**config.mk**
```make
export PLATFORM = sky130hd
export DESIGN_NAME = synth_top
export DESIGN_NICKNAME = d
export VERILOG_FILES = /design/src/hw/synth_cmd_pkg.sv /design/src/hw/synth_audio_pkg.sv /design/src/hw/uart_rx.sv /design/src/hw/cmd_decoder.sv /design/src/hw/tone_generator.sv /design/src/hw/i2s_transmitter.sv /design/src/hw/synth_top.sv
export SDC_FILE = /design/constraint.sdc
export NUM_CORES = 1
export LEC_CHECK = 0
export BUFFER_PORTS_ARGS = -buffer_cell sky130_fd_sc_hd__buf_4
export CAP_MARGIN = 20
export CORE_MARGIN = 4
export CORE_UTILIZATION = 44
export CTS_BUF_LIST = sky130_fd_sc_hd__clkbuf_8
export CTS_CLUSTER_DIAMETER = 150
export DETAILED_ROUTE_END_ITERATION = 10
export PLACE_DENSITY = 0.59
export SYNTH_ARGS = -nofsm -noshare
export SYNTH_HDL_FRONTEND = slang
export SYNTH_SLANG_ARGS = --single-unit
```
**constraint.sdc**
```tcl
create_clock -name clk -period 9.6 [get_ports clk]
set_input_delay 1.92 -clock clk [delete_from_list [all_inputs] [get_ports clk]]
set_output_delay 1.92 -clock clk [all_outputs]
set_load 0.02 [all_outputs]
```
**src/hw/synth_cmd_pkg.sv**
```systemverilog
package synth_cmd_pkg;

    localparam int clks_per_bit = 16;  // Short bit period for simulation

    typedef logic [7:0] uart_byte_t;

    typedef enum logic [1:0] {
        wave_tri,
        wave_saw,
        wave_square,
        wave_sine
    } wave_e;

    typedef logic [5:0] note_t;  // 0 to 35, three octaves

    localparam uart_byte_t cmd_noise_on  = "N";
    localparam uart_byte_t cmd_noise_off = "F";
    localparam uart_byte_t cmd_tri       = "T";
    localparam uart_byte_t cmd_saw       = "S";
    localparam uart_byte_t cmd_square    = "Q";
    localparam uart_byte_t cmd_sine      = "W";

    // Note select, digits first and then letters from note 10
    localparam uart_byte_t cmd_digit_lo  = "0";
    localparam uart_byte_t cmd_digit_hi  = "9";
    localparam uart_byte_t cmd_letter_lo = "A";
    localparam uart_byte_t cmd_letter_hi = "Z";

    typedef struct packed {
        wave_e wave;
        logic  noise_en;
        note_t note;
    } voice_cfg_t;

    localparam voice_cfg_t voice_cfg_reset = '{wave: wave_tri, noise_en: 1'b0, note: '0};

endpackage

```
**src/hw/synth_audio_pkg.sv**
```systemverilog
package synth_audio_pkg;

    typedef logic [7:0]  sample_t;
    typedef logic [15:0] phase_t;

    localparam int notes_per_octave = 12;

    // Phase step per clock, lowest octave C to B
    localparam phase_t tuning_table [notes_per_octave] = '{
        16'd64,   // C
        16'd68,
        16'd72,   // D
        16'd76,
        16'd81,   // E
        16'd85,   // F
        16'd91,
        16'd96,   // G
        16'd102,
        16'd108,  // A
        16'd114,
        16'd121   // B
    };

    // One sine period in 16 steps, offset binary
    localparam sample_t sine_table [16] = '{
        8'd128, 8'd176, 8'd218, 8'd246,
        8'd255, 8'd246, 8'd218, 8'd176,
        8'd128, 8'd80,  8'd38,  8'd10,
        8'd0,   8'd10,  8'd38,  8'd80
    };

    localparam logic [15:0] lfsr_seed = 16'hACE1;
    localparam logic [15:0] lfsr_taps = 16'hB400;  // Bits 15, 13, 12, 10

    localparam int i2s_word_bits = 16;

endpackage

```
**src/hw/uart_rx.sv**
```systemverilog
`timescale 1ns/1ps

module uart_rx import synth_cmd_pkg::*; (
    input  logic       clk,
    input  logic       rst_n,
    input  logic       rx,
    output uart_byte_t rx_byte,
    output logic       byte_req,
    input  logic       byte_ack
);

    typedef enum logic [1:0] {
        st_idle,
        st_start,
        st_data,
        st_stop
    } rx_state_e;

    typedef logic [$clog2(clks_per_bit)-1:0] bit_cnt_t;

    rx_state_e  state;
    bit_cnt_t   bit_cnt;
    logic [2:0] bit_idx;
    logic       rx_meta;
    logic       rx_sync;
    uart_byte_t shift_reg;
    logic       frame_ok;  // Good stop bit, byte can be offered
    logic       half_bit;
    logic       full_bit;

    assign half_bit = (bit_cnt == bit_cnt_t'(clks_per_bit / 2 - 1));
    assign full_bit = (bit_cnt == bit_cnt_t'(clks_per_bit - 1));

    always_ff @(posedge clk) begin
        if (!rst_n) begin
            rx_meta <= 1'b1;  // Line idles high
            rx_sync <= 1'b1;
        end else begin
            rx_meta <= rx;
            rx_sync <= rx_meta;
        end
    end

    always_ff @(posedge clk) begin
        if (!rst_n) begin
            state    <= st_idle;
            bit_cnt  <= '0;
            bit_idx  <= '0;
            frame_ok <= 1'b0;
        end else begin
            frame_ok <= 1'b0;
            bit_cnt  <= bit_cnt + 1'b1;
            case (state)
                st_idle: begin
                    bit_cnt <= '0;
                    if (!rx_sync) begin
                        state <= st_start;
                    end
                end
                st_start: begin
                    if (half_bit) begin
                        bit_cnt <= '0;
                        bit_idx <= '0;
                        state   <= rx_sync ? st_idle : st_data;  // Glitch, back to idle
                    end
                end
                st_data: begin
                    if (full_bit) begin
                        bit_cnt <= '0;
                        bit_idx <= bit_idx + 1'b1;
                        if (bit_idx == 3'd7) begin
                            state <= st_stop;
                        end
                    end
                end
                st_stop: begin
                    if (full_bit) begin
                        frame_ok <= rx_sync && !byte_req;  // Framing error or busy drops it
                        state    <= st_idle;
                    end
                end
                default: state <= st_idle;
            endcase
        end
    end

    always_ff @(posedge clk) begin
        if (state == st_data && full_bit) begin
            shift_reg <= {rx_sync, shift_reg[7:1]};  // LSB arrives first
        end
        if (frame_ok) begin
            rx_byte <= shift_reg;  // Held until the next good frame
        end
    end

    always_ff @(posedge clk) begin
        if (!rst_n) begin
            byte_req <= 1'b0;
        end else if (frame_ok) begin
            byte_req <= 1'b1;
        end else if (byte_ack) begin
            byte_req <= 1'b0;
        end
    end

endmodule

```
**src/hw/cmd_decoder.sv**
```systemverilog
`timescale 1ns/1ps

module cmd_decoder import synth_cmd_pkg::*; (
    input  logic       clk,
    input  logic       rst_n,
    input  uart_byte_t rx_byte,
    input  logic       byte_req,
    output logic       byte_ack,
    output voice_cfg_t voice
);

    voice_cfg_t voice_next;

    // Command letters win over the note letters they overlap
    always_comb begin
        voice_next = voice;
        case (rx_byte)
            cmd_noise_on:  voice_next.noise_en = 1'b1;
            cmd_noise_off: voice_next.noise_en = 1'b0;
            cmd_tri:       voice_next.wave = wave_tri;
            cmd_saw:       voice_next.wave = wave_saw;
            cmd_square:    voice_next.wave = wave_square;
            cmd_sine:      voice_next.wave = wave_sine;
            default: begin
                if (rx_byte inside {[cmd_digit_lo:cmd_digit_hi]}) begin
                    voice_next.note = note_t'(rx_byte - cmd_digit_lo);  // Notes 0 to 9
                end else if (rx_byte inside {[cmd_letter_lo:cmd_letter_hi]}) begin
                    voice_next.note = note_t'(rx_byte - cmd_letter_lo + 8'd10);
                end
            end
        endcase
    end

    // Acknowledge side of the four-phase handshake
    always_ff @(posedge clk) begin
        if (!rst_n) begin
            byte_ack <= 1'b0;
            voice    <= voice_cfg_reset;
        end else if (byte_req && !byte_ack) begin
            byte_ack <= 1'b1;
            voice    <= voice_next;  // Applied once per request
        end else if (!byte_req) begin
            byte_ack <= 1'b0;
        end
    end

endmodule

```
**src/hw/tone_generator.sv**
```systemverilog
`timescale 1ns/1ps

module tone_generator import synth_cmd_pkg::*; import synth_audio_pkg::*; (
    input  logic       clk,
    input  logic       rst_n,
    input  voice_cfg_t voice,
    output sample_t    sample
);

    logic [3:0]  semitone;
    logic [2:0]  octave;
    phase_t      tune_word;
    phase_t      phase;
    logic [15:0] lfsr;
    sample_t     top;
    sample_t     shaped;
    sample_t     mixed;

    always_comb begin
        semitone  = 4'(voice.note % notes_per_octave);
        octave    = 3'(voice.note / notes_per_octave);
        tune_word = tuning_table[semitone] << octave;  // Each octave doubles the step
    end

    assign top = phase[15:8];

    always_comb begin
        case (voice.wave)
            wave_tri: begin
                // Rise over the first half, fold back over the second
                shaped = top[7] ? ~{top[6:0], 1'b0} : {top[6:0], 1'b0};
            end
            wave_saw:    shaped = top;
            wave_square: shaped = top[7] ? 8'd255 : 8'd0;
            wave_sine:   shaped = sine_table[top[7:4]];
            default:     shaped = top;
        endcase
    end

    assign mixed = shaped ^ (voice.noise_en ? lfsr[7:0] : 8'd0);

    always_ff @(posedge clk) begin
        if (!rst_n) begin
            phase <= '0;
            lfsr  <= lfsr_seed;
        end else begin
            phase <= phase + tune_word;
            lfsr  <= {lfsr[14:0], ^(lfsr & lfsr_taps)};  // Free-running noise
        end
    end

    always_ff @(posedge clk) begin
        sample <= mixed;  // One cycle behind the accumulator
    end

endmodule

```
**src/hw/i2s_transmitter.sv**
```systemverilog
`timescale 1ns/1ps

module i2s_transmitter import synth_audio_pkg::*; (
    input  logic    clk,
    input  logic    rst_n,
    input  sample_t sample,
    output logic    sck,
    output logic    ws,
    output logic    sd
);

    typedef logic [$clog2(i2s_word_bits)-1:0] bit_idx_t;

    bit_idx_t                 bit_idx;   // Bit now on sd
    logic [i2s_word_bits-1:0] shift_reg; // Bits still to send
    logic                     word_end;

    assign word_end = (bit_idx == bit_idx_t'(i2s_word_bits - 1));

    always_ff @(posedge clk) begin
        if (!rst_n) begin
            sck       <= 1'b0;
            ws        <= 1'b0;
            sd        <= 1'b0;
            bit_idx   <= '0;
            shift_reg <= '0;
        end else begin
            sck <= ~sck;
            if (sck) begin  // sck falls on this edge
                if (word_end) begin
                    bit_idx   <= '0;
                    ws        <= ~ws;
                    sd        <= sample[7];  // MSB of the new word goes out now
                    shift_reg <= {sample[6:0], sample, 1'b0};
                end else begin
                    bit_idx   <= bit_idx + 1'b1;
                    sd        <= shift_reg[i2s_word_bits-1];
                    shift_reg <= {shift_reg[i2s_word_bits-2:0], 1'b0};
                end
            end
        end
    end

endmodule

```
**src/hw/synth_top.sv**
```systemverilog
`timescale 1ns/1ps

module synth_top import synth_cmd_pkg::*; import synth_audio_pkg::*; (
    input  logic clk,
    input  logic rst_n,
    input  logic rx,
    output logic sck,
    output logic ws,
    output logic sd
);

    uart_byte_t rx_byte;
    logic       byte_req;
    logic       byte_ack;
    voice_cfg_t voice;
    sample_t    sample;

    uart_rx uart_rx_i (
        .clk      (clk),
        .rst_n    (rst_n),
        .rx       (rx),
        .rx_byte  (rx_byte),
        .byte_req (byte_req),
        .byte_ack (byte_ack)
    );

    cmd_decoder cmd_decoder_i (
        .clk      (clk),
        .rst_n    (rst_n),
        .rx_byte  (rx_byte),
        .byte_req (byte_req),
        .byte_ack (byte_ack),
        .voice    (voice)
    );

    tone_generator tone_generator_i (
        .clk    (clk),
        .rst_n  (rst_n),
        .voice  (voice),
        .sample (sample)
    );

    i2s_transmitter i2s_transmitter_i (
        .clk    (clk),
        .rst_n  (rst_n),
        .sample (sample),  // Sampled at each word start
        .sck    (sck),
        .ws     (ws),
        .sd     (sd)
    );

endmodule

```
Yosys cells after proc, flatten, opt, wreduce, memory -nomap -nowiden
Memories as Yosys holds them, arrays and structs flattened.
Index checks and enable logic that the tools add are counted.
- magnitude comparators: 6
- bitwise operators: 7
- reductions and logical operators: 23
- $add $sub $neg: 7
- shift operators: 1
- equal/unequal tests: 22
- multiplexer cells: 32
- div/mod/pow operators: 2
- operator list (kind ; number):
    $eq 8x7->1 const B ; 6
    $mux 16 ; 3
    $mux 8 ; 5
    $div 6x4->32 const B ; 1
    $mod 6x4->32 const B ; 1
    $pmux 8 s4 ; 1
    $add 16x16->16 ; 1
    $pmux 2 s4 ; 2
    $reduce_xor 16->1 ; 1
    $shl 16x3->16 ; 1
    $mux 2 ; 6
    $mux 4 ; 3
    $mux 6 ; 2
    $pmux 4 s3 ; 1
    $ge 5x5->1 const B ; 2
    $ne 2x1->1 const B ; 5
    $not 4->5 ; 2
    $reduce_and 3->1 ; 3
    $add 4x1->4 const B ; 2
    $eq 2x2->1 const B ; 4
    $eq 4x4->1 const B ; 2
    $ge 8x6->1 const B ; 1
    $ge 8x7->1 const B ; 1
    $le 8x6->1 const B ; 1
    24 further kinds ; 43
- memories kept: 2
- input bits: 3
- register bits: 102
- word-level logic and storage cells: 123
- output and inout port bits: 3
- ROM bits: 384
- memories (memory ; words ; width ; rd ports ; clocked after Yosys merged registers in ; wr ports ; RTL line ; text):
    (no name shown) ; 16 ; 16 ; 1 ; 0 ; 0 ; tone_generator.sv:22 ; tune_word = tuning_table[semitone] << octave;
    (no name shown) ; 16 ; 8 ; 1 ; 0 ; 0 ; tone_generator.sv:35 ; wave_sine: shaped = sine_table[top[7:4]];

Logic depth before layout (Yosys ltp)
- word-level depth: 7
- gate-level depth with buffers: 20
- gate-level depth less buffers: 17

By module
From an unflattened synthesis, not the netlist that was laid out.
- cell total of the unflattened synthesis: 697
- area, all modules: 6018.3 µm²
- by module, submodules not included (module ; seq. area each (µm²) ; times used ; area each (µm²) ; cells each):
    tone_generator ; 800.8 ; 1 ; 3254.4 ; 414
    uart_rx ; 740.7 ; 1 ; 1081.0 ; 83
    i2s_transmitter ; 440.4 ; 1 ; 892.1 ; 105
    cmd_decoder ; 200.2 ; 1 ; 790.8 ; 95

Least setup slack after synthesis
Ideal clock, no wire load.
- kind: register to register
- start point: reg cmd_decoder_i.voice[4] (netlist name)
- end point: reg tone_generator_i.phase[10]
- setup slack: 5.242 ns
- stages on the path, launching flop included: 21
- arrival time: 4.230 ns
- path through: dfxtp_1 clkbuf_1 clkbuf_1 ha_1 nand2b_1 maj3_2 o21ai_4 buf_4 nor3_1 a21oi_1 o32a_1 nor3_1 ha_1 fa_1 a21o_1 a21o_1 a2111oi_0 nor3_1 nor3_1 xor2_1 nor2_1
- word-level cells in the longest chain between the ends: 7
- elaborated cells between the ends (all ways): 8
- those cells by class: 1 x add/sub; 2 x div; 1 x shift; 2 x mux; 1 x bitwise; 1 x memory
- ends and longest elaborated chain (element ; RTL line ; text):
    $mod 6x4->32 ; tone_generator.sv:20 ; semitone = 4'(voice.note % notes_per_octave);
    $not 4->5 (not written as such) ; tone_generator.sv:22 ;
    $mem_v2 16x16 ; - ;
    $mux 16 (not written as such) (2 in a row) ; tone_generator.sv:22 ;
    $shl 16x3->16 (*) ; tone_generator.sv:22 ;
    $add 16x16->16 (*) ; tone_generator.sv:47 ; phase <= phase + tune_word;
    end signal: assignment ; tone_generator.sv:47 ;
    end: declaration ; tone_generator.sv:13 ; phase_t phase;
Mark *: on every way between the ends. The rest lies on a longest branch, timed or not. The select of a mux whose other input is x is not followed.
A chain may end at the register's enable or synchronous reset.

Worst setup path after layout
- start point: reg cmd_decoder_i.voice[5] (netlist name)
- end point: reg tone_generator_i.phase[10]
- word-level cells in the longest chain between the ends: 7
- elaborated cells between the ends (all ways): 8
- those cells by class: 1 x add/sub; 2 x div; 1 x shift; 2 x mux; 1 x bitwise; 1 x memory
- ends and longest elaborated chain (element ; RTL line):
    $mod 6x4->32 ; tone_generator.sv:20
    $not 4->5 (not written as such) ; tone_generator.sv:22
    $mem_v2 16x16 ; -
    $mux 16 (not written as such) (2 in a row) ; tone_generator.sv:22
    $shl 16x3->16 (*) ; tone_generator.sv:22
    $add 16x16->16 (*) ; tone_generator.sv:47
Marked as above.

==> flow_summary.ini <==
[synthesis]
ys_async_sr_fraction = 0
synth_nets = 720
yosysTopAreaCell = dfxtp_1
syn_area_um2 = 5780
netlist.area_leader.share = 0.295
synthTopCellsByArea = dfxtp_1 (29%), edfxtp_1 (8.3%), ha_1 (8.2%)
synth_edf_count = 16
seq_area_frac_synth = 0.378
avgSynthCellArea_um2 = 8.52
synth_warnings = 0
syn_inst = 678
synth.distinct_cells = 72
synth_seq_cells = 101
ys.flop_type = dfxtp_1

[finish]
layout_commonest_cell = dfxtp_1
drive_gt1_frac = 0.0575
final_nets = 698
syn2layout_area_growth_pct = 4.72
final_cell_mix = dfxtp_1 (85), a21oi_1 (77), nor2_1 (66), nand2_1 (60), o21ai_0 (40)
diodes = 0
fin_cells = 833

[sta]
grt_setup_unrepaired = no
skew_ps = 8.36
setup_ws_ps = 4440
slew_violations = 0
finalCritPeriodShare = 0.538
fin_crit_ps = 5160
relSlewSlack = 0.438
hold_viol_final = 0
tightestPinTransition_ps = 841
fin_setup_tns_ps = 0
whs_ps = 420
max_freq_mhz = 194
final-setup-viol-count = 0

[power]
p_seq_frac = 0.597
p_sw_frac = 0.259
p_sw_uw = 194
p_int_uw = 555
clock_power_share = 0.347
ir_worst_vdd_v = 0.000138
combPwrFrac = 0.056
p_total_uw = 749
total_leakage_power_nw = 2.35
power_density_nw_per_um2 = 124

[min_path]
whs_path_depth = 1
worstHoldPathType = register to register

[route]
routed_wl_um = 12000
vias = 4617
drc = 0
drt_pass1_iterations = 5
via_per_inst = 5.54
ant_nets = 0
drtIter0Drc = 363
wl_per_cell_um = 14.4

[clock_network]
cts_buffer_depth = 2
cts_hold_buf = 0
htree_levels = 3
cts_resized = 0
cts_tree = done
cts_buffers = 9
path_clk_slew_ps = 110
cts.sinks = 101
cts_setup_buffers = 0
clk_latency_ps = 380
cts-root-buf = clkbuf_8

[run]
cap_viol_max_count = 0

[setup_path]
cp-startpoint = cmd_decoder_i.voice[5]
crit_required_ps = 9870
r2r-start = cmd_decoder_i.voice[5]
ff2ff_path_depth = 17
r2r-end = tone_generator_i.phase[10]
cp_max_fo = 24
cp.arrival_ps = 5430
endpoint_kind = register
startpoint_type = register
critPathCapture = tone_generator_i.phase[10]
critPathKind = register to register
r2r_setup_slack_ps = 4440

[grt]
grt-ovfl-total = 0
grt_pass1_vias = 4426
grt_max_degree = 45
grt_usage = 0.171
antenna_found_initial = 0
grt_pass1_wl_um = 20800

[die]
die-area_um2 = 15000
rows = 41
core-area_um2 = 12700
dieWidth_um = 123
start_util = 0.454
num_io_pins = 6
floorplan.die.height_um = 123

[placed_design]
port_buffers = 5
place_inst = 817
gp_congestion = 0.868
pre_cts_ws_ps = 4480
dpl.hpwl_um = 8280

[run_status]
outcome = finished, final reports clean
==> final cells by class <==
class                           instances  area [µm²]
Tap cell                              172         215
Clock buffer                            9         124
Sequential cell                       101        2180
Fill cell                            1281        6670
Clock inverter                          7        56.3
Multi-Input combinational cell        517        3340
Timing Repair Buffer                    7        52.6
Inverter                               20        75.1
==> how the worst min path moves through the flow <==
stage                                     end  slack, ps                 startpoint
global route                uart_rx_i.rx_sync        450          uart_rx_i.rx_meta
CTS                 tone_generator_i.lfsr[10]        420   tone_generator_i.lfsr[9]
detailed placement  tone_generator_i.lfsr[15]        400  tone_generator_i.lfsr[14]
global placement    tone_generator_i.lfsr[15]        390  tone_generator_i.lfsr[14]
finish              tone_generator_i.lfsr[10]        420   tone_generator_i.lfsr[9]
floorplan           tone_generator_i.lfsr[10]        390   tone_generator_i.lfsr[9]
==> cell usage after synthesis (4+ instances only) <==
cell and n:
a2111oi_0 5, a21o_1 11, a21oi_1 77, a22oi_1 6, a31oi_1 8, and2_1 21
buf_1 4, buf_2 5, clkbuf_1 28, dfxtp_1 85, edfxtp_1 16, ha_1 38
inv_1 19, mux2i_1 12, nand2_1 60, nand2b_1 17, nand3_1 11, nor2_1 66
nor2b_1 6, nor3_1 20, nor3b_1 6, nor4_1 5, o21a_1 4, o21ai_0 40
or2_2 4, xnor2_1 14, xor2_1 17
==> power by group through the flow <==
stage	Sequential, mW	Clock [mW]	Combinational (mW)
6_report	0.448	0.260	0.0418
5_1_grt	0.450	0.285	0.0480
4_1_cts	0.448	0.270	0.0421
3_5_place_dp	0.457	0	0.0420
3_3_place_gp	0.457	0	0.0409
2_1_floorplan	0.456	0	0.0322
==> metal layers <==
layer / vias up / wire, µm / GRT usage
met5: - / 0 / 0
met2: 74 / 5620 / 0.284
li1: 2366 / - / -
met4: 0 / 278 / 0.0581
met3: 22 / 339 / 0.0364
met1: 2155 / 5740 / 0.221
==> cell families after synthesis <==
logic type	synth area share
multiplexers	0.0286
buffers and inverters	0.0433
flip-flops	0.378
XOR/XNOR	0.0470
AO/OA/AOI/OAI	0.208
adder cells (fa/ha/maj)	0.0877
AND/OR/NAND/NOR	0.208
==> worst max-delay path, stage by stage, from the launching register on <==
cell and delay, ps:
dfxtp_1 720, ha_1 370, nand2b_1 190, maj3_2 370
o21ai_4 470, nor3_1 110, a211oi_1 230, o32a_1 220
nor3_1 70, ha_1 250, fa_1 410, a21o_1 190
a21o_1 200, a2111oi_0 590, nor3_1 180, nor3_1 250
xor2_1 170, nor2_1 50
==> metrics by stage <==
| step | cell area [µm²] | util |
|---|---|---|
| after floorplan | 5780 | - |
| after global placement | 5870 | 0.461 |
| after detailed placement | 5870 | 0.461 |
| after CTS | 6050 | 0.475 |
| after global routing | 6050 | 0.475 |
| final | 6050 | 0.475 |
Note: power is estimated with default switching activity, not from simulation.
